## config.mk

```make
export PLATFORM = sky130hd
export DESIGN_NAME = systolic_array
export DESIGN_NICKNAME = d
export VERILOG_FILES = /design/src/mxu_pkg.sv /design/src/systolic_array.sv /design/src/systolic_pe.sv
export VERILOG_INCLUDE_DIRS = /design/src
export SDC_FILE = /design/constraint.sdc
export NUM_CORES = 2
export LEC_CHECK = 0
export BUFFER_PORTS_ARGS = -buffer_cell sky130_fd_sc_hd__buf_2
export CAP_MARGIN = 20
export CORE_ASPECT_RATIO = 0.7
export CORE_MARGIN = 1.5
export CORE_UTILIZATION = 33
export DETAILED_ROUTE_END_ITERATION = 8
export HOLD_SLACK_MARGIN = 0.03
export PLACE_DENSITY_LB_ADDON = 0.1
export SETUP_SLACK_MARGIN = 0.3
export SLEW_MARGIN = 25
export SYNTH_ARGS = -nofsm -noshare
export SYNTH_HDL_FRONTEND = slang
export SYNTH_HIERARCHICAL = 1
export SYNTH_SLANG_ARGS = --single-unit
```

## constraint.sdc

```tcl
create_clock -name sys_clock -period 5.35 [get_ports sys_clock]
set_clock_uncertainty 0.15 [all_clocks]
set_input_delay 0.535 -clock sys_clock [delete_from_list [all_inputs] [get_ports sys_clock]]
set_output_delay 0.535 -clock sys_clock [all_outputs]
set_load 0.02 [all_outputs]
```

## src/mxu_cfg.svh

```systemverilog
`ifndef MXU_CFG_SVH
`define MXU_CFG_SVH

// Array and datapath sizes
`define MXU_N           4
`define MXU_ELEM_W      8
`define MXU_ACC_W       32

// APB port, word addressed
`define MXU_APB_ADDR_W  8
`define MXU_APB_DATA_W  32

// Register map
`define MXU_REG_CONTROL 8'h00
`define MXU_REG_STATUS  8'h01
`define MXU_BASE_A      8'h40
`define MXU_BASE_B      8'h80
`define MXU_BASE_C      8'hC0

// Zero-input cycles after the last feed step
`define MXU_DRAIN       `MXU_N

`endif

```

## src/mxu_pkg.sv

```systemverilog
package mxu_pkg;

    `include "mxu_cfg.svh"

    // Operand element, unsigned
    typedef logic [`MXU_ELEM_W-1:0] elem_t;

    // Result accumulator, wraps modulo 2^ACC_W
    typedef logic [`MXU_ACC_W-1:0] acc_t;

    // Flat row-major index into an NxN matrix
    typedef logic [$clog2(`MXU_N*`MXU_N)-1:0] idx_t;

    // APB word address and data
    typedef logic [`MXU_APB_ADDR_W-1:0] apb_addr_t;
    typedef logic [`MXU_APB_DATA_W-1:0] apb_data_t;

    // Run sequencer states
    typedef enum logic [2:0] {
        IDLE,
        CLEAR,
        FEED,
        DRAIN,
        WRITEBACK,
        DONE
    } seq_state_e;

endpackage

```

## src/systolic_array.sv

```systemverilog
`include "mxu_cfg.svh"

module systolic_array (
    input  logic           sys_clock,
    input  logic           sys_reset,
    input  logic           clear,
    input  logic           en,
    input  mxu_pkg::elem_t row_in [`MXU_N],
    input  mxu_pkg::elem_t col_in [`MXU_N],
    input  mxu_pkg::idx_t  rd_index,
    output mxu_pkg::acc_t  rd_data
);
    import mxu_pkg::*;

    localparam int N = `MXU_N;

    // A moves right along a row, B moves down a column
    elem_t a_link [N][N+1];
    elem_t b_link [N+1][N];
    acc_t  acc_q  [N*N];

    // Left and top edges
    for (genvar e = 0; e < N; e++) begin : g_edge
        assign a_link[e][0] = row_in[e];
        assign b_link[0][e] = col_in[e];
    end

    // Cell (i,j) ends up holding C[i][j]
    for (genvar i = 0; i < N; i++) begin : g_row
        for (genvar j = 0; j < N; j++) begin : g_col
            systolic_pe u_pe (
                .sys_clock (sys_clock),
                .sys_reset (sys_reset),
                .clear     (clear),
                .en        (en),
                .a_in      (a_link[i][j]),
                .b_in      (b_link[i][j]),
                .a_out     (a_link[i][j+1]),
                .b_out     (b_link[i+1][j]),
                .acc       (acc_q[i * N + j])
            );
        end
    end

    // Row-major result select
    assign rd_data = acc_q[rd_index];

endmodule

```

## src/systolic_pe.sv

```systemverilog
module systolic_pe (
    input  logic           sys_clock,
    input  logic           sys_reset,
    input  logic           clear,
    input  logic           en,
    input  mxu_pkg::elem_t a_in,
    input  mxu_pkg::elem_t b_in,
    output mxu_pkg::elem_t a_out,
    output mxu_pkg::elem_t b_out,
    output mxu_pkg::acc_t  acc
);
    import mxu_pkg::*;

    acc_t product;

    // Full product widened to the accumulator
    assign product = acc_t'(a_in) * acc_t'(b_in);

    always_ff @(posedge sys_clock or posedge sys_reset) begin
        if (sys_reset) begin
            a_out <= '0;
            b_out <= '0;
            acc   <= '0;
        end else if (clear) begin
            // Start of a run, flush operands too
            a_out <= '0;
            b_out <= '0;
            acc   <= '0;
        end else if (en) begin
            a_out <= a_in;
            b_out <= b_in;
            acc   <= acc + product;
        end
    end

endmodule

```

==> run metrics <==
worst path cell trace and2_1, fa_1, fa_1, fa_1, inv_1, fa_1, inv_1, ha_2, o211ai_1, a21oi_2, o22ai_2, o31ai_4, a221oi_4, buf_2, or4_1, a21oi_1; Max Cap Violations 0; chip height 416.6 µm; vias in the first global route 61970; hold_ws 73.08 ps; GRT Residual Overflow 0; Slowest cell on crit path fa_1; status finished clean; Post-Syn Nets 10370; FILL cells 24700; Via density 5.151; Leak 45.15 nW; largest net degree at the start of global routing 107; critical path's largest stage delay 580 ps; Initial Util 33.26%; synth warn 6; fin util 37.49%; final hold violations 0; P&R area growth vs syn 12.71%; Avg Cell Area, Syn 9.122 µm²; Least-Margin Pin Slew 925.6 ps; RSZ-0062 raised after global routing yes; Startpoint Class flip-flop; number of setup violations in the final report 0; dpl ws 55.83 ps; clock-pin slew on the worst setup and hold paths 60 ps; Worst Setup End Kind flip-flop; Pwr per Cell Area 199.0 nW/µm²; commonest non-fill, non-tap cells in the layout 1606 x inv_1, 813 x nand2_1, 797 x fa_1; antenna viol nets, final 0; post-route setup TNS 0 ps; core area 242400 µm²; slew margin rel. 38.29%; cell area after layout 90880 µm²; Die Wd 593.8 µm; Tot Pwr 18.09 mW; clk buf depth 3; drt total wl 278000 µm; Buf/Inv on CP 3; worst setup margin 348.5 ps; die area 247300 µm²; IO Port Bufs 103; cell family with most CP delay adder cells; CP arrival 5510 ps; Post-Synthesis Cell Area 80630 µm²; final max-slew violation count 0; clock sinks 704; dpl cell area 85390 µm²; All-Layer GR Usage 22.24%; Max FO, Critical Path 8; Tcrit/Tclk final 93.49%; Peak supply drop 242.5 µV; Fmax 199.9 MHz; share of cells above drive strength 1 13.17%; initial DRC count 5420; Top Ports 104; critical path's most frequent cell fa_1; Root Buffer clkbuf_16; area of the multi-input gates 56090 µm²; row count 151; H-Tree Depth 3; routability cong. 0.9708; Final #Nets 10600; Via Count 63770; CTS tree built; Critical Path RT 5860 ps; most common cell after layout, fill and taps aside inv_1; first-pass GRT wire length 416300 µm; Routed wire per std cell 22.46 µm; Storage cell area 17810 µm²; Worst-Skew Late Latency 740 ps; critical path class reg2reg; Num CTS Buffers 94; Hold/Removal Path Class in2reg; cell total after placement 12050; antenna violations before repair 51; synthesized instance count 8839; DR DRC count 0; fin cells 12380; Tmin final 5001 ps; DP HPWL 224400 µm; drt first pass iters 6
## tightest hold or removal path, stage by stage
cell     delay (ps)
buf_2           180
mux2i_1         150
nor2_1           50
## worst paths after layout
kind	from	cells after the start	slack, ps	to
setup reg to reg	g_row[3].g_col[2].u_pe/a_out[3]$_DFFE_PP0P_	16	350	g_row[3].g_col[3].u_pe/acc[27]$_DFFE_PP0P_
setup / recovery	g_row[3].g_col[2].u_pe/a_out[3]$_DFFE_PP0P_	16	350	g_row[3].g_col[3].u_pe/acc[27]$_DFFE_PP0P_
max in group asynchronous	sys_reset	5	3440	g_row[1].g_col[1].u_pe/b_out[6]$_DFFE_PP0P_
hold / removal	col_in[16]	3	70	g_row[0].g_col[1].u_pe/b_out[0]$_DFFE_PP0P_
hold reg to reg	g_row[0].g_col[2].u_pe/acc[0]$_DFFE_PP0P_	2	410	g_row[0].g_col[2].u_pe/acc[0]$_DFFE_PP0P_
min in group asynchronous	sys_reset	4	580	g_row[1].g_col[2].u_pe/acc[0]$_DFFE_PP0P_
## flip-flops by register name, summed over array words and instances, names as in the netlist
signal                  cells
g_row.g_col.u_pe/acc      512
g_row.g_col.u_pe/a_out     96
g_row.g_col.u_pe/b_out     96
## where the power goes
part,internal [mW],total (mW),switching [mW]
clock network,4.12,6.90,2.78
registers,5.53,6.09,0.560
logic,1.98,5.10,3.11
total,11.6,18.1,6.45
## area by class of cell
cell class | instances | share of cell area (%)
inverter | 1625 | 6.723
clock buffer | 124 | 2.970
timing repair buffer | 459 | 3.855
clock inverter | 44 | 0.6347
multi-input combinational | 6184 | 61.72
tap | 3213 | 4.424
sequential | 704 | 19.60
antenna | 27 | 0.07435
## metal layers
layer | track usage [%] | vias to the layer above | part of all wire, %
met5 | 0 | - | 0.023
met4 | 4.831 | 8 | 2.3
met3 | 3.463 | 225 | 6.2
met2 | 26.86 | 1687 | 35
met1 | 38.77 | 32450 | 56
li1 | - | 29400 | -
## timing repair
item	4_1_cts	5_1_grt
hold endpoints to repair	59	0
hold buffers	37	0
setup endpoints to repair	39	203
cloned	0	1
resized for setup	65	271
setup buffers	4	91
pin swaps	4	35
No activity file was read; power rests on OpenSTA's default activity.
