## src/mxu_cfg.svh

```systemverilog
`ifndef MXU_CFG_SVH
`define MXU_CFG_SVH

// Array and datapath sizes
`define MXU_N           4
`define MXU_ELEM_W      8
`define MXU_ACC_W       32

// APB port, word addressed
`define MXU_APB_ADDR_W  8
`define MXU_APB_DATA_W  32

// Register map
`define MXU_REG_CONTROL 8'h00
`define MXU_REG_STATUS  8'h01
`define MXU_BASE_A      8'h40
`define MXU_BASE_B      8'h80
`define MXU_BASE_C      8'hC0

// Zero-input cycles after the last feed step
`define MXU_DRAIN       `MXU_N

`endif

```

## src/mxu_pkg.sv

```systemverilog
package mxu_pkg;

    `include "mxu_cfg.svh"

    // Operand element, unsigned
    typedef logic [`MXU_ELEM_W-1:0] elem_t;

    // Result accumulator, wraps modulo 2^ACC_W
    typedef logic [`MXU_ACC_W-1:0] acc_t;

    // Flat row-major index into an NxN matrix
    typedef logic [$clog2(`MXU_N*`MXU_N)-1:0] idx_t;

    // APB word address and data
    typedef logic [`MXU_APB_ADDR_W-1:0] apb_addr_t;
    typedef logic [`MXU_APB_DATA_W-1:0] apb_data_t;

    // Run sequencer states
    typedef enum logic [2:0] {
        IDLE,
        CLEAR,
        FEED,
        DRAIN,
        WRITEBACK,
        DONE
    } seq_state_e;

endpackage

```

## src/skew_feeder.sv

```systemverilog
`include "mxu_cfg.svh"

module skew_feeder (
    input  logic           sys_clock,
    input  logic           sys_reset,
    input  logic           feed,
    input  mxu_pkg::elem_t a_contents [`MXU_N*`MXU_N],
    input  mxu_pkg::elem_t b_contents [`MXU_N*`MXU_N],
    output mxu_pkg::elem_t row_in [`MXU_N],
    output mxu_pkg::elem_t col_in [`MXU_N],
    output logic           feed_last
);

    localparam int N         = `MXU_N;
    localparam int LAST_STEP = 3 * N - 3;
    localparam int STEP_W    = $clog2(LAST_STEP + 1);

    logic [STEP_W-1:0] step;

    // ------------------------------------------------------------------------
    // Step counter, 0 .. 3N-3 while feeding
    // ------------------------------------------------------------------------
    always_ff @(posedge sys_clock or posedge sys_reset) begin
        if (sys_reset) begin
            step <= '0;
        end else if (!feed || feed_last) begin
            step <= '0;
        end else begin
            step <= step + 1'b1;
        end
    end

    assign feed_last = feed && (step == STEP_W'(LAST_STEP));

    // ------------------------------------------------------------------------
    // Diagonal skew
    // ------------------------------------------------------------------------
    // Lane i lags by i steps
    // Row lane i gets A[i][k-i], column lane i gets B[k-i][i]
    for (genvar i = 0; i < N; i++) begin : g_lane
        always_comb begin : p_lane
            int k;
            k = int'(step) - i;
            row_in[i] = '0;
            col_in[i] = '0;
            // Outside the valid diagonal band both edges see zero
            if (feed && (k >= 0) && (k < N)) begin
                row_in[i] = a_contents[i * N + k];
                col_in[i] = b_contents[k * N + i];
            end
        end
    end

endmodule

```

## config.mk

```make
export PLATFORM = sky130hd
export DESIGN_NAME = skew_feeder
export DESIGN_NICKNAME = d
export VERILOG_FILES = /design/src/mxu_pkg.sv /design/src/skew_feeder.sv
export VERILOG_INCLUDE_DIRS = /design/src
export SDC_FILE = /design/constraint.sdc
export NUM_CORES = 1
export LEC_CHECK = 0
export BUFFER_PORTS_ARGS = -buffer_cell sky130_fd_sc_hd__buf_2
export CORE_AREA = 4 4 125 127
export DETAILED_ROUTE_END_ITERATION = 8
export DIE_AREA = 0 0 129 131
export GPL_TIMING_DRIVEN = 0
export SYNTH_ARGS = -nofsm -noshare
export SYNTH_HDL_FRONTEND = slang
export SYNTH_SLANG_ARGS = --single-unit
```

## constraint.sdc

```tcl
create_clock -name sys_clock -period 3.54 [get_ports sys_clock]
set_input_delay 0.531 -clock sys_clock [delete_from_list [all_inputs] [get_ports sys_clock]]
set_output_delay 0.531 -clock sys_clock [all_outputs]
set_load 0.02 [all_outputs]
```

==> results.txt <==
run status = completed
number of antenna cells inserted = 0
count of final max-slew check failures = 0
setup clock skew after layout = 2.386 ps
synthesized-area fraction occupied by ao, oa, aoi and oai cells = 0.07656
Total Nets Final = 813
final critical-path required period = 3328 ps
Tightest Pin Transition = 483.5 ps
max_slew headroom = 0.6774
largest registers ranked by flip-flop count = step x4
Post-Syn Instances = 220
Die Height = 131 um
CP required = 3010 ps
Biggest register = step
wire length of the first global-routing pass = 18920 um
iteration count of the initial detailed-routing pass = 4
cell types with the largest area share after synthesis = sky130_fd_sc_hd__mux4_2, sky130_fd_sc_hd__mux4_1, sky130_fd_sc_hd__nor3b_1
leakage power = 0.002363 uW
maximum net fanout on the critical path = 10
vias per cell = 4.631
Worst-Skew Late Latency = 220 ps
estimated wirelength of the detail-placed design = 12180 um
Netlist Area Pre-Place = 2680 sq um
number of nets in the synthesized netlist = 486
category of the worst setup path capture point = primary output
element type at the critical path start = register
total power density per cell area = 202.1 nW/um^2
highest ir drop seen on vdd = 0.1505 mV
total clock sinks = 4
xor/xnor cell area share of the yosys netlist = 0.009337
share of post-route cells with drive strength above 1 = 0.7505
Initial Utilization = 0.1858
top layer in use = met4
dpl cells = 727
Placeable Area = 14420 sq um
flops & latches, synth = 4
dominant combinational cell family by area after synthesis = multiplexers
Final Cell Area = 4598 sq um
critical path's largest stage delay = 520 ps
I/O pin count = 324
setup repair after global routing missed its margin = no
total of warnings raised by yosys = 0
global-route usage over all layers = 0.1432
post-CTS setup buffer count = 0
clock transition at the registers of the reported paths = 30 ps
total grt overflow = 0
largest area contributor in the netlist = sky130_fd_sc_hd__mux4_2
port buffer count = 323
final cell count without fillers = 729
root buf cell = sky130_fd_sc_hd__clkbuf_16
DRT met1 WL = 5155 um
Post-Synthesis Mean Instance Area = 12.18 sq um
fraction of post-synthesis cell area in the top cell type by area = 0.4538
sequential element share of the synthesized area = 0.03735
average wire length per cell after detail routing = 18.57 um
overall power of the completed layout = 929.4 uW
Post-Synth Adder-Cell Area = 0.03268
Die Width = 129 um
share of synthesized area spent on multiplexers = 0.5518
Die Outline Area = 16900 sq um
leading cell types in the layout, fill and taps excluded = sky130_fd_sc_hd__buf_2, sky130_fd_sc_hd__mux4_2, sky130_fd_sc_hd__nor3b_1, sky130_fd_sc_hd__inv_1
initial antenna violation count = 0
Routed WL = 13540 um
leading cell type in the layout, fill and taps excluded = sky130_fd_sc_hd__buf_2
maximum level of the CTS H-tree = 1
metal2 WL = 7170 um
Post-Synth Simple-Gate Area = 0.1718
Achievable Freq = 300.4 MHz
vias in the first global route = 3544
share of the clock period used by the worst path after layout = 0.9402
Yosys cell types = 36
final setup vio count = 0
drc violations = 0
number of flip-flops in the largest register = 4
Total Neg Setup Slack = 0 ps
slowest library cell on the worst path = sky130_fd_sc_hd__dfrtp_1
number of instances resized during post-cts repair = 0
Vias = 3376
path category of the worst min-delay check = primary input to asynchronous set/reset pin
Met3 Routed Length = 1099 um
Critical Path AT = 2800 ps
Row Count = 44
worst path cell trace = buf_2 -> inv_1 -> ha_1 -> buf_6 -> clkbuf_8 -> clkbuf_8 -> mux4_1 -> nor3b_1 -> buf_2
largest net degree at the start of global routing = 11
clock buffer count from CTS = 3
DRT iter0 DRCs = 101
worst setup path class = register to primary output
max-cap violation count = 0
P&R area growth vs syn = 71.57%
hold buffer count at CTS = 0
CTS tree = done
maximum count of clock buffers along a single path = 2
DP Area = 4527 sq um
Final ANT Viol Nets = 0
total count of hold-check failures in the final report = 0
routability cong. = 0.7865
-- per-layer routing --
layer	up-vias	track usage
li1	1556	-
met1	1628	0.1781
met2	184	0.2674
met3	8	0.02236
met4	0	0.01915
met5	-	0
-- synth_stat cells, drive strengths merged --
cell	n
and3b	1
buf	22
nor2b	15
ha	7
and4b	7
a211oi	16
a21oi	3
nor3	1
nor3b	25
nand2	4
or2	2
xor2	1
xnor2	1
nand3	1
nand2b	2
o21ba	1
nor2	10
inv	21
mux4	64
clkbuf	6
or3	1
a21boi	2
o21ai	2
and2	1
dfrtp	4
-- power by group --
| part | leakage (uW) | internal [uW] | switching, uW |
|---|---|---|---|
| clock | 0.0000370 | 144 | 31.7 |
| sequential | 0.0000533 | 48.8 | 5.30 |
| combinational | 0.00227 | 386 | 313 |
| total | 0.00236 | 579 | 350 |
-- cells by family after synthesis --
| logic type | count (synthesis) |
|---|---|
| AND/OR/NAND/NOR | 70 |
| multiplexers | 64 |
| buffers and inverters | 49 |
| AO/OA/AOI/OAI | 24 |
| adder cells (fa/ha/maj) | 7 |
| flip-flops | 4 |
| XOR/XNOR | 2 |
-- stage by stage --
step / setup WS, ps / hold slack (ps) / utilization
3_5_place_dp: 265.8 / 422.8 / 0.3138
4_1_cts: 15.56 / 189.0 / 0.3190
2_1_floorplan: 557.7 / 297.1 / -
3_3_place_gp: 250.8 / 421.5 / 0.3138
5_1_grt: 12.77 / 207.6 / 0.3188
6_report: 211.6 / 184.5 / 0.3188
-- final timing paths --
kind	start	to	slack, ps	cells past startpoint
max reg2reg	step[1]	step[1]	1340	8
max in group asynchronous	sys_reset	step[1]	3200	2
min in group sys_clock	step[3]	step[3]	720	3
min reg2reg	step[3]	step[3]	720	3
max	step[1]	col_in[17]	210	9
min	sys_reset	step[3]	180	2
-- worst max-delay path: cells and delay by family, from the launching register on --
family / cells / cell delay [ps]
buffers and inverters: 6 / 1220
flip-flops: 1 / 520
adder cells (fa/ha/maj): 1 / 330
AND/OR/NAND/NOR: 1 / 290
multiplexers: 1 / 210
-- layout make-up --
class	count	area (sq um)
Fill cell	1549	9826
Multi-Input combinational cell	167	2257
Timing Repair Buffer	323	1617
Buffer	27	240.2
Tap cell	184	230.2
Sequential cell	4	100.1
Inverter	21	78.83
Clock buffer	3	75.07
No activity file was read; power rests on OpenSTA's default activity.
