[src/mxu_cfg.svh]
`ifndef MXU_CFG_SVH
`define MXU_CFG_SVH

// Array and datapath sizes
`define MXU_N           4
`define MXU_ELEM_W      8
`define MXU_ACC_W       32

// APB port, word addressed
`define MXU_APB_ADDR_W  8
`define MXU_APB_DATA_W  32

// Register map
`define MXU_REG_CONTROL 8'h00
`define MXU_REG_STATUS  8'h01
`define MXU_BASE_A      8'h40
`define MXU_BASE_B      8'h80
`define MXU_BASE_C      8'hC0

// Zero-input cycles after the last feed step
`define MXU_DRAIN       `MXU_N

`endif

[src/mxu_pkg.sv]
package mxu_pkg;

    `include "mxu_cfg.svh"

    // Operand element, unsigned
    typedef logic [`MXU_ELEM_W-1:0] elem_t;

    // Result accumulator, wraps modulo 2^ACC_W
    typedef logic [`MXU_ACC_W-1:0] acc_t;

    // Flat row-major index into an NxN matrix
    typedef logic [$clog2(`MXU_N*`MXU_N)-1:0] idx_t;

    // APB word address and data
    typedef logic [`MXU_APB_ADDR_W-1:0] apb_addr_t;
    typedef logic [`MXU_APB_DATA_W-1:0] apb_data_t;

    // Run sequencer states
    typedef enum logic [2:0] {
        IDLE,
        CLEAR,
        FEED,
        DRAIN,
        WRITEBACK,
        DONE
    } seq_state_e;

endpackage

[src/mxu_sequencer.sv]
`include "mxu_cfg.svh"

module mxu_sequencer (
    input  logic          sys_clock,
    input  logic          sys_reset,
    input  logic          start,
    input  logic          feed_last,
    input  mxu_pkg::acc_t acc_data,
    output logic          busy,
    output logic          done,
    output logic          feed,
    output logic          clear,
    output logic          en,
    output mxu_pkg::idx_t acc_index,
    output logic          c_wr_en,
    output mxu_pkg::idx_t c_wr_index,
    output mxu_pkg::acc_t c_wr_data
);
    import mxu_pkg::*;

    localparam int   DRAIN_W = $clog2(`MXU_DRAIN + 1);
    localparam idx_t WB_LAST = idx_t'(`MXU_N * `MXU_N - 1);

    seq_state_e         state;
    seq_state_e         state_nxt;
    logic [DRAIN_W-1:0] drain_cnt;
    idx_t               wb_idx;

    // ------------------------------------------------------------------------
    // Next state
    // ------------------------------------------------------------------------
    always_comb begin
        state_nxt = state;
        case (state)
            IDLE:      if (start) state_nxt = CLEAR;
            CLEAR:     state_nxt = FEED;
            // Feeder flags its own final diagonal
            FEED:      if (feed_last) state_nxt = DRAIN;
            DRAIN:     if (drain_cnt == DRAIN_W'(`MXU_DRAIN - 1)) state_nxt = WRITEBACK;
            WRITEBACK: if (wb_idx == WB_LAST) state_nxt = DONE;
            DONE:      state_nxt = IDLE;
            default:   state_nxt = IDLE;
        endcase
    end

    always_ff @(posedge sys_clock or posedge sys_reset) begin
        if (sys_reset) begin
            state     <= IDLE;
            drain_cnt <= '0;
            wb_idx    <= '0;
        end else begin
            state <= state_nxt;
            // Drain length counter
            if (state == DRAIN) begin
                drain_cnt <= drain_cnt + 1'b1;
            end else begin
                drain_cnt <= '0;
            end
            // One result word per writeback cycle
            if ((state == WRITEBACK) && (wb_idx != WB_LAST)) begin
                wb_idx <= wb_idx + 1'b1;
            end else begin
                wb_idx <= '0;
            end
        end
    end

    // ------------------------------------------------------------------------
    // Outputs decoded from state
    // ------------------------------------------------------------------------
    // Busy drops in the same cycle the done pulse appears
    assign busy  = (state == CLEAR) || (state == FEED) ||
                   (state == DRAIN) || (state == WRITEBACK);
    assign done  = (state == DONE);
    assign clear = (state == CLEAR);
    assign feed  = (state == FEED);
    assign en    = (state == FEED) || (state == DRAIN);

    // Array read and C write share the index
    assign acc_index  = wb_idx;
    assign c_wr_en    = (state == WRITEBACK);
    assign c_wr_index = wb_idx;
    assign c_wr_data  = acc_data;

endmodule

[config.mk]
export PLATFORM = sky130hd
export DESIGN_NAME = mxu_sequencer
export DESIGN_NICKNAME = d
export VERILOG_FILES = /design/src/mxu_pkg.sv /design/src/mxu_sequencer.sv
export VERILOG_INCLUDE_DIRS = /design/src
export SDC_FILE = /design/constraint.sdc
export NUM_CORES = 1
export LEC_CHECK = 0
export ABC_AREA = 1
export BUFFER_PORTS_ARGS = -buffer_cell sky130_fd_sc_hd__buf_2
export CAP_MARGIN = 10
export CORE_UTILIZATION = 37
export CTS_CLUSTER_DIAMETER = 200
export CTS_CLUSTER_SIZE = 28
export DETAILED_ROUTE_END_ITERATION = 8
export PLACE_DENSITY = 0.93
export SETUP_SLACK_MARGIN = 0.1
export SYNTH_ARGS = -nofsm -noshare
export SYNTH_HDL_FRONTEND = slang
export SYNTH_SLANG_ARGS = --single-unit
export TNS_END_PERCENT = 1
[constraint.sdc]
create_clock -name sys_clock -period 2.2 [get_ports sys_clock]
set_clock_uncertainty 0.2 [all_clocks]
set_input_delay 0.11 -clock sys_clock [delete_from_list [all_inputs] [get_ports sys_clock]]
set_output_delay 0.11 -clock sys_clock [all_outputs]
set_load 0.005 [all_outputs]
==> flow_summary.ini <==
[sta]
min_period_ps = 1681
period_share_pct = 76.39
grt_setup_unrepaired = false
maxSlewHeadroom_pct = 74.20
setup-tns-final_ps = 0
hold_viol = 0
slew_violations = 0
setup-violations-final = 0
tightestPinTransition_ps = 386.5
fmax_mhz = 595.0
worst_slack_ps = 519.4

[clock_network]
numCtsBuffers = 3
cts_setup_buffers = 0
tritoncts = yes
cts_buffer_depth = 2
cts.root.buffer_cell = sky130_fd_sc_hd__clkbuf_4
cts.clk_slew.worst_paths_ps = 70
clock_insertion_delay_worst_skew_ps = 260
cts_htree_levels = 1
numClockSinks = 10

[critical_path]
critical_path.slowest_cell = sky130_fd_sc_hd__dfrtp_1
required_time_at_the_worst_slack_endpoint_ps = 1890
path_cells = inv_2 > nand3_1 > o21ai_1 > or2_1 > buf_2
setup.worst_path.class = reg -> out
worstSetupStartpointType = flop
timing.critical_path.fanout_max = 6
critical_path.endpoint_type = output port
timing.critical_path.arrival_ps = 1370
biggest_cell_delay_along_the_critical_path_ps = 460

[run]
max_cap_viol_count = 0

[route]
drc_errors = 0
detail_route.wl_per_cell_um = 10.11
route.antenna.remaining_nets = 0
dr_total_vias = 492
first_pass_iters = 4
routed_wirelength_mm = 1.132
vias_per_cell = 4.393
drt-initial-drc-count = 6

[power_and_ir_drop]
power_density_nw_per_um2 = 1080
power.total_mw = 0.7514
power.static_leakage_nw = 0.3998
vdd.ir_drop.worst_mv = 0.4309

[yosys]
yosys_most_used_dff = sky130_fd_sc_hd__dfrtp_1
postSynthAreaPerCell_um2 = 8.069
synth_seq_cells = 10
synth_enable_flop_cells = 0
synthesis.area_um2 = 790.8
synth_area_leader_cell = sky130_fd_sc_hd__buf_4
synthesis.nets = 137
synth_cells = 98
yosysSeqAreaShare_pct = 31.65
synthArstFlopShare_pct = 100.0
yosysWarnings = 0
synthTopCellsByArea = sky130_fd_sc_hd__buf_4, sky130_fd_sc_hd__dfrtp_1, sky130_fd_sc_hd__nor2_1, sky130_fd_sc_hd__ha_1, sky130_fd_sc_hd__inv_1
synthDistinctLibCells = 16
post-synth-top-count-cell = sky130_fd_sc_hd__buf_4
ys_top_cells_by_count = sky130_fd_sc_hd__buf_4, sky130_fd_sc_hd__nor2_1, sky130_fd_sc_hd__dfrtp_1, sky130_fd_sc_hd__inv_1, sky130_fd_sc_hd__nand2_1
synth_top_area_share_pct = 34.18

[finish]
area_delta_synth_final_pct = -12.03
utilization_pct = 35.10
fill_cells = 208
multi_input_area_um2 = 225.2
layout-drive-gt1-share_pct = 35.29
nNetsFinal = 125
seqCellArea_um2 = 250.2
diodes_inserted = 0

[run_status]
status = completed

[die]
die_w_um = 48.23
core-area_um2 = 1982
initial_utilization_pct = 39.90
std_cell_rows = 16
ioPinCount = 82
chipHeight_um = 48.23
floorplan.die_area_um2 = 2326

[placement]
gp_routability_congestion = 0.7829
post-place-ws_ps = 770.0
dp.final_hpwl_um = 905.1
numPortBuffers = 17

[global_route]
global_route.usage.total_pct = 10.91
first_global_vias = 459
grt_start_max_net_pins = 11
overflow = 0
grt_pass1_wl_mm = 1.718
antenna_found_initial = 0

[min_path]
min_path_type = in -> out
metal layers:
layer	routed length (um)	GRT usage, %	vias to the layer above
li1	-	-	235
met1	451	10.98	211
met2	494	16.80	28
met3	103	3.704	18
met4	82	11.67	0
met5	0	0	-
worst max-delay path: cells and delay by family (launching register included):
family / cells / cell delay, ps
flip-flops: 1 / 460
AND/OR/NAND/NOR: 2 / 320
buffers and inverters: 2 / 210
AO/OA/AOI/OAI: 1 / 110
path summary, 6_finish.rpt:
path | startpoint | end | slack [ps] | cells past startpoint
max in group asynchronous | sys_reset | state[0]$_DFFE_PP0P_ | 1370 | 3
max reg2reg | drain_cnt[0]$_DFF_PP0_ | state[0]$_DFFE_PP0P_ | 760 | 6
min in group asynchronous | sys_reset | drain_cnt[0]$_DFF_PP0_ | 160 | 3
min | acc_data[25] | c_wr_data[25] | 20 | 0
max | state[2]$_DFFE_PP0P_ | busy | 520 | 5
min reg2reg | drain_cnt[0]$_DFF_PP0_ | drain_cnt[0]$_DFF_PP0_ | 240 | 1
cell usage in the layout (no fill, tap or decap), types with 3 or more instances in the layout:
cell type and instances:
sky130_fd_sc_hd__ha_1 3, sky130_fd_sc_hd__nor2_2 3, sky130_fd_sc_hd__clkbuf_4 3, sky130_fd_sc_hd__nand3_1 5, sky130_fd_sc_hd__dfrtp_1 10, sky130_fd_sc_hd__nand2_1 7
sky130_fd_sc_hd__nor2_1 12, sky130_fd_sc_hd__inv_1 10, sky130_fd_sc_hd__buf_2 17
metrics by stage:
| step | instances | area, um2 | hold slack [ps] |
|---|---|---|---|
| floorplan | 98 | 790.8 | -249.8 |
| global placement | 106 | 639.4 | -112.5 |
| detailed placement | 106 | 639.4 | -89.97 |
| CTS | 112 | 695.7 | 20.03 |
| global route | 112 | 695.7 | 20.01 |
| finish | 112 | 695.7 | 20.00 |
sequential cells by signal, summed over array words and instances, names as in the netlist:
name and count:
acc_index 4, state 3, drain_cnt 3
power by group:
part / leakage (nW) / switching, mW / internal, mW
combinational: 0.244 / 0.179 / 0.135
clock: 0.0210 / 0.0631 / 0.100
sequential: 0.134 / 0.0486 / 0.225
total: 0.400 / 0.291 / 0.461
final cells by class:
type                    count  area share, %
well taps                  27          4.856
flip-flops and latches     10          35.97
clock buffers               4          5.216
repair buffers             19          15.11
inverters                  12          6.475
multi-input cells          40          32.37
cell families (layout without fill, tap and decap cells):
group / Yosys count / in the layout / share of synthesized area [%]
AOI/OAI and AO/OA: 4 / 4 / 2.532
adders and majority gates: 3 / 3 / 4.747
buffers and inverters: 48 / 35 / 39.87
DFF: 10 / 10 / 31.65
and+or+nand+nor: 33 / 33 / 21.20
what timing repair did:
action | in CTS | in global routing
hold endpoints to repair | 11 | 0
hold buffers | 2 | 0
resized for setup | 0 | 0
Note: power is estimated with default switching activity, not from simulation.
