$ cat src/mxu_cfg.svh
`ifndef MXU_CFG_SVH
`define MXU_CFG_SVH

// Array and datapath sizes
`define MXU_N           4
`define MXU_ELEM_W      8
`define MXU_ACC_W       32

// APB port, word addressed
`define MXU_APB_ADDR_W  8
`define MXU_APB_DATA_W  32

// Register map
`define MXU_REG_CONTROL 8'h00
`define MXU_REG_STATUS  8'h01
`define MXU_BASE_A      8'h40
`define MXU_BASE_B      8'h80
`define MXU_BASE_C      8'hC0

// Zero-input cycles after the last feed step
`define MXU_DRAIN       `MXU_N

`endif

$ cat src/mxu_pkg.sv
package mxu_pkg;

    `include "mxu_cfg.svh"

    // Operand element, unsigned
    typedef logic [`MXU_ELEM_W-1:0] elem_t;

    // Result accumulator, wraps modulo 2^ACC_W
    typedef logic [`MXU_ACC_W-1:0] acc_t;

    // Flat row-major index into an NxN matrix
    typedef logic [$clog2(`MXU_N*`MXU_N)-1:0] idx_t;

    // APB word address and data
    typedef logic [`MXU_APB_ADDR_W-1:0] apb_addr_t;
    typedef logic [`MXU_APB_DATA_W-1:0] apb_data_t;

    // Run sequencer states
    typedef enum logic [2:0] {
        IDLE,
        CLEAR,
        FEED,
        DRAIN,
        WRITEBACK,
        DONE
    } seq_state_e;

endpackage

$ cat src/matrix_buffer.sv
`include "mxu_cfg.svh"

module matrix_buffer #(
    parameter type word_t = mxu_pkg::elem_t
) (
    input  logic          sys_clock,
    input  logic          sys_reset,
    input  logic          wr_en,
    input  mxu_pkg::idx_t wr_index,
    input  word_t         wr_data,
    input  mxu_pkg::idx_t rd_index,
    output word_t         rd_data,
    output word_t         contents [`MXU_N*`MXU_N]
);

    localparam int DEPTH = `MXU_N * `MXU_N;

    // Row-major storage, element (i,j) at i*N + j
    word_t mem [DEPTH];

    // Single write port
    always_ff @(posedge sys_clock or posedge sys_reset) begin
        if (sys_reset) begin
            mem <= '{default: '0};
        end else if (wr_en) begin
            mem[wr_index] <= wr_data;
        end
    end

    // Random read port, same cycle
    assign rd_data = mem[rd_index];

    // Parallel view for the array feeder
    always_comb begin
        for (int k = 0; k < DEPTH; k++) begin
            contents[k] = mem[k];
        end
    end

endmodule

$ cat config.mk
export PLATFORM = sky130hd
export DESIGN_NAME = matrix_buffer
export DESIGN_NICKNAME = d
export VERILOG_FILES = /design/src/mxu_pkg.sv /design/src/matrix_buffer.sv
export VERILOG_INCLUDE_DIRS = /design/src
export SDC_FILE = /design/constraint.sdc
export NUM_CORES = 1
export LEC_CHECK = 0
export BUFFER_PORTS_ARGS = -buffer_cell sky130_fd_sc_hd__buf_2
export CAP_MARGIN = 40
export CORE_ASPECT_RATIO = 0.8
export CORE_MARGIN = 2
export CORE_UTILIZATION = 57
export CTS_CLUSTER_DIAMETER = 30
export CTS_CLUSTER_SIZE = 16
export DETAILED_ROUTE_END_ITERATION = 16
export MAX_ROUTING_LAYER = met4
export PLACE_DENSITY_LB_ADDON = 0.15
export SETUP_SLACK_MARGIN = 0.02
export SKIP_CTS_REPAIR_TIMING = 1
export SYNTH_ARGS = -nofsm -noshare
export SYNTH_HDL_FRONTEND = slang
export SYNTH_SLANG_ARGS = --single-unit
$ cat constraint.sdc
create_clock -name sys_clock -period 13.32 [get_ports sys_clock]
set_input_delay 3.33 -clock sys_clock [delete_from_list [all_inputs] [get_ports sys_clock]]
set_output_delay 3.33 -clock sys_clock [all_outputs]
set_load 0.05 [all_outputs]
==> run_results.csv, run 1 <==
group,metric,value,unit
status,status,"completed",
drt,drt_pre_antenna_iters,4,
sta,setup-violations-final,0,
global_routing,grt_max_degree,54,
sta,period_needed,8.45,ns
final_layout,final_nets,538,
floorplanning,rows,33,
sta,fin_ws,4.87,ns
yosys,ys_ff_latch,128,
clocking,numClockSinks,128,
global_routing,busiest_layer,"met2",
worst_setup_path,cp_max_fo,32,
hold_path,hold_class,"reg2reg",
power_and_ir_drop,ir_worst_vdd,0.000169,V
clocking,cts_tree,"yes",
power_and_ir_drop,total_leakage_power,3.52,nW
sta,hold_violations,0,
global_routing,grtUsageMet1,38.1,%
final_layout,drive_above_1_share,67.2,%
worst_setup_path,end_kind,"primary output",
final_layout,multi_input_area,2610,sq um
floorplanning,start_util,58.4,%
place,place_ws,4.86,ns
sta,tns,0,ns
place,place.detailed.hpwl,10.6,mm
clocking,clock_path_buffers,2,
final_layout,final_common_cell,"buf_2",
global_routing,grt_pass1_vias,4086,
place,gp_congestion,0.866,
clocking,cts_made_buffers,17,
floorplanning,pin_count,155,
final_layout,area_delta_synth_final,24.6,%
yosys,seq_area_frac_synth,53.8,%
final_layout,regArea,3200,sq um
worst_setup_path,worstSetupPathType,"in2out",
yosys,synth_cell_types,29,
global_routing,track_usage,28.8,%
final_layout,largest_reg_flops,128,
sta,slew_violations,0,
global_routing,grt_pass1_wl,23.2,mm
worst_setup_path,cp.required,9.99,ns
worst_setup_path,cp-start-kind,"input pin",
drt,drt_wl_total,14.9,mm
clocking,cts_max_level,4,
drt,antenna_left,0,
global_routing,grt_util_met2,44.3,%
floorplanning,core-area,10200,sq um
floorplanning,dieArea,11300,sq um
clocking,cts_root_buf,"clkbuf_16",
run,maxCapViolations,0,
sta,rsz0062_at_grt,"false",
final_layout,insertedDiodeCount,0,
final_layout,layout_common_cells,"154 x buf_2, 128 x dfrtp_1, 112 x mux2_2",
sta,fin_crit_sh,63.4,%
drt,post_drt_wl_per_cell,22.3,microns
clocking,insertion_delay,0.41,ns
yosys,avgSynthCellArea,16.1,sq um
sta,fmax,0.118,GHz
yosys,synthCells,369,
sta,relSlewSlack,43.0,%
drt,dr_total_vias,4018,
drt,initialDrtViolationCount,207,
global_routing,grt_overflow,0,
power_and_ir_drop,pwr_density_cell,224,nW/um^2
drt,viasPerCell,6.00,
yosys,yosys_warnings,0,
final_layout,nFillCells,701,
yosys,synth_area,5950,sq um
worst_setup_path,worstPathArrival,5.12,ns
clocking,path_clk_slew,0.05,ns
drt,route.detailed.drc,0,
yosys,syn_nets,388,
floorplanning,dieWidth,118,microns
place,place_area,6840,sq um
sta,max_slew.worst_pin.slew,0.852,ns
sta,skew,0,ns
global_routing,antenna_found_initial,0,
global_routing,grt_util_met3,5.62,%
floorplanning,die_h,95.4,microns
place,portBuffers,154,
final_layout,fin_area,7420,sq um
-- worst paths after layout --
kind / from / to / slack [ns] / cells after the start
max in group asynchronous: sys_reset / contents[100] / 9.39 / 3
worst max-delay path: rd_index[0] / rd_data[2] / 4.87 / 6
worst min-delay path: contents[39] / contents[39] / 0.53 / 1
worst max register to register: contents[119] / contents[119] / 12.51 / 1
worst min register to register: contents[39] / contents[39] / 0.53 / 1
min in group asynchronous: sys_reset / contents[28] / 2.92 / 2
-- critical path: stages --
cell,delay [ns]
buf_2,0.08
buf_4,0.52
mux4_2,0.59
a22oi_1,0.23
nand2_1,0.12
buf_2,0.22
-- layout make-up --
type | count | area share [%]
Clock inverter | 6 | 1.45
Multi-Input combinational cell | 212 | 35.2
Inverter | 1 | 0.0844
Timing Repair Buffer | 159 | 11.3
Clock buffer | 24 | 6.36
Tap cell | 140 | 2.36
Sequential cell | 128 | 43.2
-- kinds of logic after synthesis --
kind of cell	Yosys count	synth area share (%)
buf+inv	29	2.33
compound gates	16	2.02
flops	128	53.8
mux	160	37.3
simple gates	36	4.52
-- layer usage --
metal	part of all wire [%]	vias to the layer above
li1	-	1707
met1	41	2113
met2	50	174
met3	6.8	24
met4	2.2	0
met5	0	-
-- where the power goes --
part	internal (W)	switching, W	leakage, nW
Combinational	0.000188	0.000460	1.67
Sequential	0.000481	0.0000746	1.57
Clock	0.000301	0.000157	0.280
Total	0.000970	0.000691	3.52
-- Yosys cell counts (all sizes together) --
cell type  count  area, sq um
a22oi         16          120
and2           1         6.26
and4bb         1         12.5
buf           17         93.8
clkbuf        11         41.3
dfrtp        128         3200
inv            1         3.75
mux2         128         1500
mux4          32          721
nand2         11         43.8
nand2b         2         20.0
nand3          1         5.00
nand3b         1         7.51
nand4          1         6.26
nand4bb        2         22.5
nor2           5         28.8
nor2b          4         25.0
nor3           1         10.0
nor3b          1         12.5
nor4b          2         47.6
or3            1         6.26
or4            2         15.0
-- through the flow --
| stage | power (W) | std cells | hold WS, ns | util [%] |
|---|---|---|---|---|
| 2_1_floorplan | 0.00105 | 369 | 0.877 | - |
| 3_3_place_gp | 0.00119 | 637 | 0.503 | 66.5 |
| 3_5_place_dp | 0.00121 | 640 | 0.515 | 67.0 |
| 4_1_cts | 0.00167 | 670 | 0.528 | 72.7 |
| 5_1_grt | 0.00172 | 670 | 0.545 | 72.7 |
| 6_report | 0.00166 | 670 | 0.528 | 72.7 |
(Power assumes the default switching activity.)
==> run 2: changes to the inputs <==
--- a/config.mk
+++ b/config.mk
@@ -6,11 +6,12 @@
 export SDC_FILE = /design/constraint.sdc
 export NUM_CORES = 1
 export LEC_CHECK = 0
+export ABC_AREA = 1
 export BUFFER_PORTS_ARGS = -buffer_cell sky130_fd_sc_hd__buf_2
 export CAP_MARGIN = 40
 export CORE_ASPECT_RATIO = 0.8
 export CORE_MARGIN = 2
-export CORE_UTILIZATION = 57
+export CORE_UTILIZATION = 54
 export CTS_CLUSTER_DIAMETER = 30
 export CTS_CLUSTER_SIZE = 16
 export DETAILED_ROUTE_END_ITERATION = 16
==> constraint.sdc (replaced) <==
create_clock -name sys_clock -period 8.06 [get_ports sys_clock]
set_input_delay 2.015 -clock sys_clock [delete_from_list [all_inputs] [get_ports sys_clock]]
set_output_delay 2.015 -clock sys_clock [all_outputs]
set_load 0.05 [all_outputs]
==> run_results.csv, run 2 <==
group,metric,value,unit
run,maxCapViolations,0,
global_routing,antenna_found_initial,0,
power_and_ir_drop,total_leakage_power,4.18,nW
worst_setup_path,worstSetupPathType,"in2out",
clocking,numClockSinks,128,
yosys,ys_ff_latch,128,
worst_setup_path,worstPathArrival,3.82,ns
global_routing,track_usage,35.2,%
clocking,path_clk_slew,0.06,ns
clocking,insertion_delay,0.42,ns
final_layout,area_delta_synth_final,23.0,%
place,place.detailed.hpwl,14.5,mm
clocking,cts_root_buf,"clkbuf_16",
worst_setup_path,cp.required,6.05,ns
yosys,netlist.area_leader.share,50.4,%
worst_setup_path,cpMaxStageDelayCell,"buf_2",
floorplanning,start_util,55.4,%
floorplanning,dieWidth,125,microns
drt,drt_wl_total,20.8,mm
yosys,synth_edf_count,0,
yosys,avgSynthCellArea,7.54,sq um
place,gp_congestion,0.987,
yosys,seq_area_frac_synth,50.4,%
sta,slew_violations,0,
worst_setup_path,path_buf_inv,4,
yosys,synthCells,843,
yosys,synthTopCellsByArea,"dfrtp_1 50%, nand2_1 16%, o21ai_0 10%",
sta,setup-violations-final,0,
final_layout,nFillCells,983,
yosys,synth_top_cell_by_area,"dfrtp_1",
global_routing,grt_max_degree,75,
floorplanning,rows,35,
yosys,synth-async-reset-ratio,100,%
global_routing,grt_overflow,0,
floorplanning,die_h,101,microns
sta,skew,0,ns
clocking,cts_max_level,4,
power_and_ir_drop,pwr_density_cell,361,nW/um^2
final_layout,final_common_cell,"nand2_1",
final_layout,final_nets,990,
drt,drt_pre_antenna_iters,5,
floorplanning,dieArea,12700,sq um
final_layout,fin_area,7820,sq um
sta,tns,0,ns
final_layout,layout_common_cells,"271 x nand2_1, 154 x buf_2, 132 x o21ai_0",
yosys,syn_nets,862,
hold_path,hold_class,"reg2reg",
worst_setup_path,worstPathCellList,"buf_2 -> inv_1 -> buf_16 -> nand3_1 -> nand3_1 -> nand3_1 -> nand2_1 -> buf_2",
clocking,clock_path_buffers,2,
final_layout,largest_reg_flops,128,
drt,antenna_left,0,
sta,rsz0062_at_grt,"false",
floorplanning,core-area,11500,sq um
final_layout,insertedDiodeCount,0,
sta,period_needed,5.83,ns
drt,initialDrtViolationCount,707,
global_routing,grt_pass1_wl,32.5,mm
sta,max_slew.worst_pin.slew,0.903,ns
clocking,cts_tree,"yes",
final_layout,drive_above_1_share,21.2,%
worst_setup_path,end_kind,"primary output",
sta,hold_violations,0,
drt,dr_total_vias,6133,
power_and_ir_drop,ir_worst_vdd,0.000245,V
yosys,synth_ff_type,"dfrtp_1",
status,status,"completed",
sta,fmax,0.172,GHz
yosys,synth_cell_types,19,
worst_setup_path,cp_top_family,"buffers and inverters",
place,place_area,7130,sq um
yosys,yosysMostFrequentCell,"nand2_1",
floorplanning,pin_count,155,
sta,fin_crit_sh,72.3,%
yosys,synth_area,6350,sq um
worst_setup_path,slowest_delay,0.49,ns
worst_setup_path,cp_max_fo,33,
yosys,yosys_warnings,0,
drt,viasPerCell,5.42,
global_routing,grt_pass1_vias,5643,
sta,relSlewSlack,39.7,%
place,portBuffers,154,
clocking,cts_made_buffers,17,
worst_setup_path,cp-start-kind,"input pin",
drt,post_drt_wl_per_cell,18.4,microns
yosys,synth_common_cells,"271 x nand2_1, 132 x o21ai_0, 131 x inv_1",
drt,route.detailed.drc,0,
worst_setup_path,path_common_cell,"nand3_1",
-- run 2: changes by cell type in the layout (fill, tap and decap cells not counted), moves of 16 or more --
cell | previous run | this run
nand2_1 | 10 | 271
o21ai_0 | 0 | 132
inv_1 | 0 | 130
mux2_2 | 112 | 0
nand3_1 | 1 | 107
mux4_2 | 32 | 0
a22oi_1 | 16 | 0
mux2_4 | 16 | 0
-- run 2: cells by family after synthesis --
group,count (synthesis),synth area share [%]
AO/OA/AOI/OAI,134,10.6
flip-flops,128,50.4
buffers and inverters,182,11.8
AND/OR/NAND/NOR,399,27.2
-- run 2: stage by stage --
stage,setup WS [ns],instances,hold slack (ns),util [%],power (W)
after floorplan,2.63,843,0.774,-,0.00165
after global placement,2.19,1098,0.491,61.7,0.00191
after detailed placement,2.27,1100,0.497,62.1,0.00192
after CTS,2.27,1131,0.512,68.1,0.00281
after global routing,2.09,1131,0.540,68.1,0.00293
final,2.23,1131,0.512,68.1,0.00282
-- run 2: worst min-delay path, cell delays in order (launching register included) --
cell	delay (ns)
dfrtp_1	0.36
nand2_1	0.05
o21ai_0	0.06
-- run 2: path summary, 6_finish.rpt --
check	startpoint	endpoint	slack, ns	cells after the start
worst min register to register	contents[64]	contents[64]	0.51	2
worst min-delay path	contents[64]	contents[64]	0.51	2
min in group asynchronous	sys_reset	contents[57]	1.65	2
worst max register to register	contents[76]	contents[76]	7.24	2
worst max-delay path	rd_index[1]	rd_data[0]	2.23	8
max in group asynchronous	sys_reset	contents[85]	5.30	4
-- run 2: power breakdown --
| part | internal, W | switching [W] | total, W |
|---|---|---|---|
| registers | 0.000785 | 0.000111 | 0.000896 |
| logic | 0.000209 | 0.000817 | 0.00103 |
| clock network | 0.000597 | 0.000299 | 0.000897 |
-- run 2: final cells by class --
| cell class | instances | area [sq um] | area share [%] |
|---|---|---|---|
| inverters | 133 | 502 | 6.42 |
| multi-input cells | 533 | 2400 | 30.7 |
| clock buffers | 19 | 453 | 5.80 |
| clock inverters | 12 | 231 | 2.96 |
| well taps | 148 | 185 | 2.37 |
| repair buffers | 158 | 841 | 10.8 |
| flip-flops and latches | 128 | 3200 | 41.0 |
-- run 2: per-layer routing --
metal | vias up | GRT usage, % | part of all wire, %
li1 | 2895 | - | -
met1 | 2875 | 52.2 | 46
met2 | 323 | 48.0 | 42
met3 | 40 | 8.44 | 9.5
met4 | 0 | 10.6 | 2.4
met5 | - | - | 0
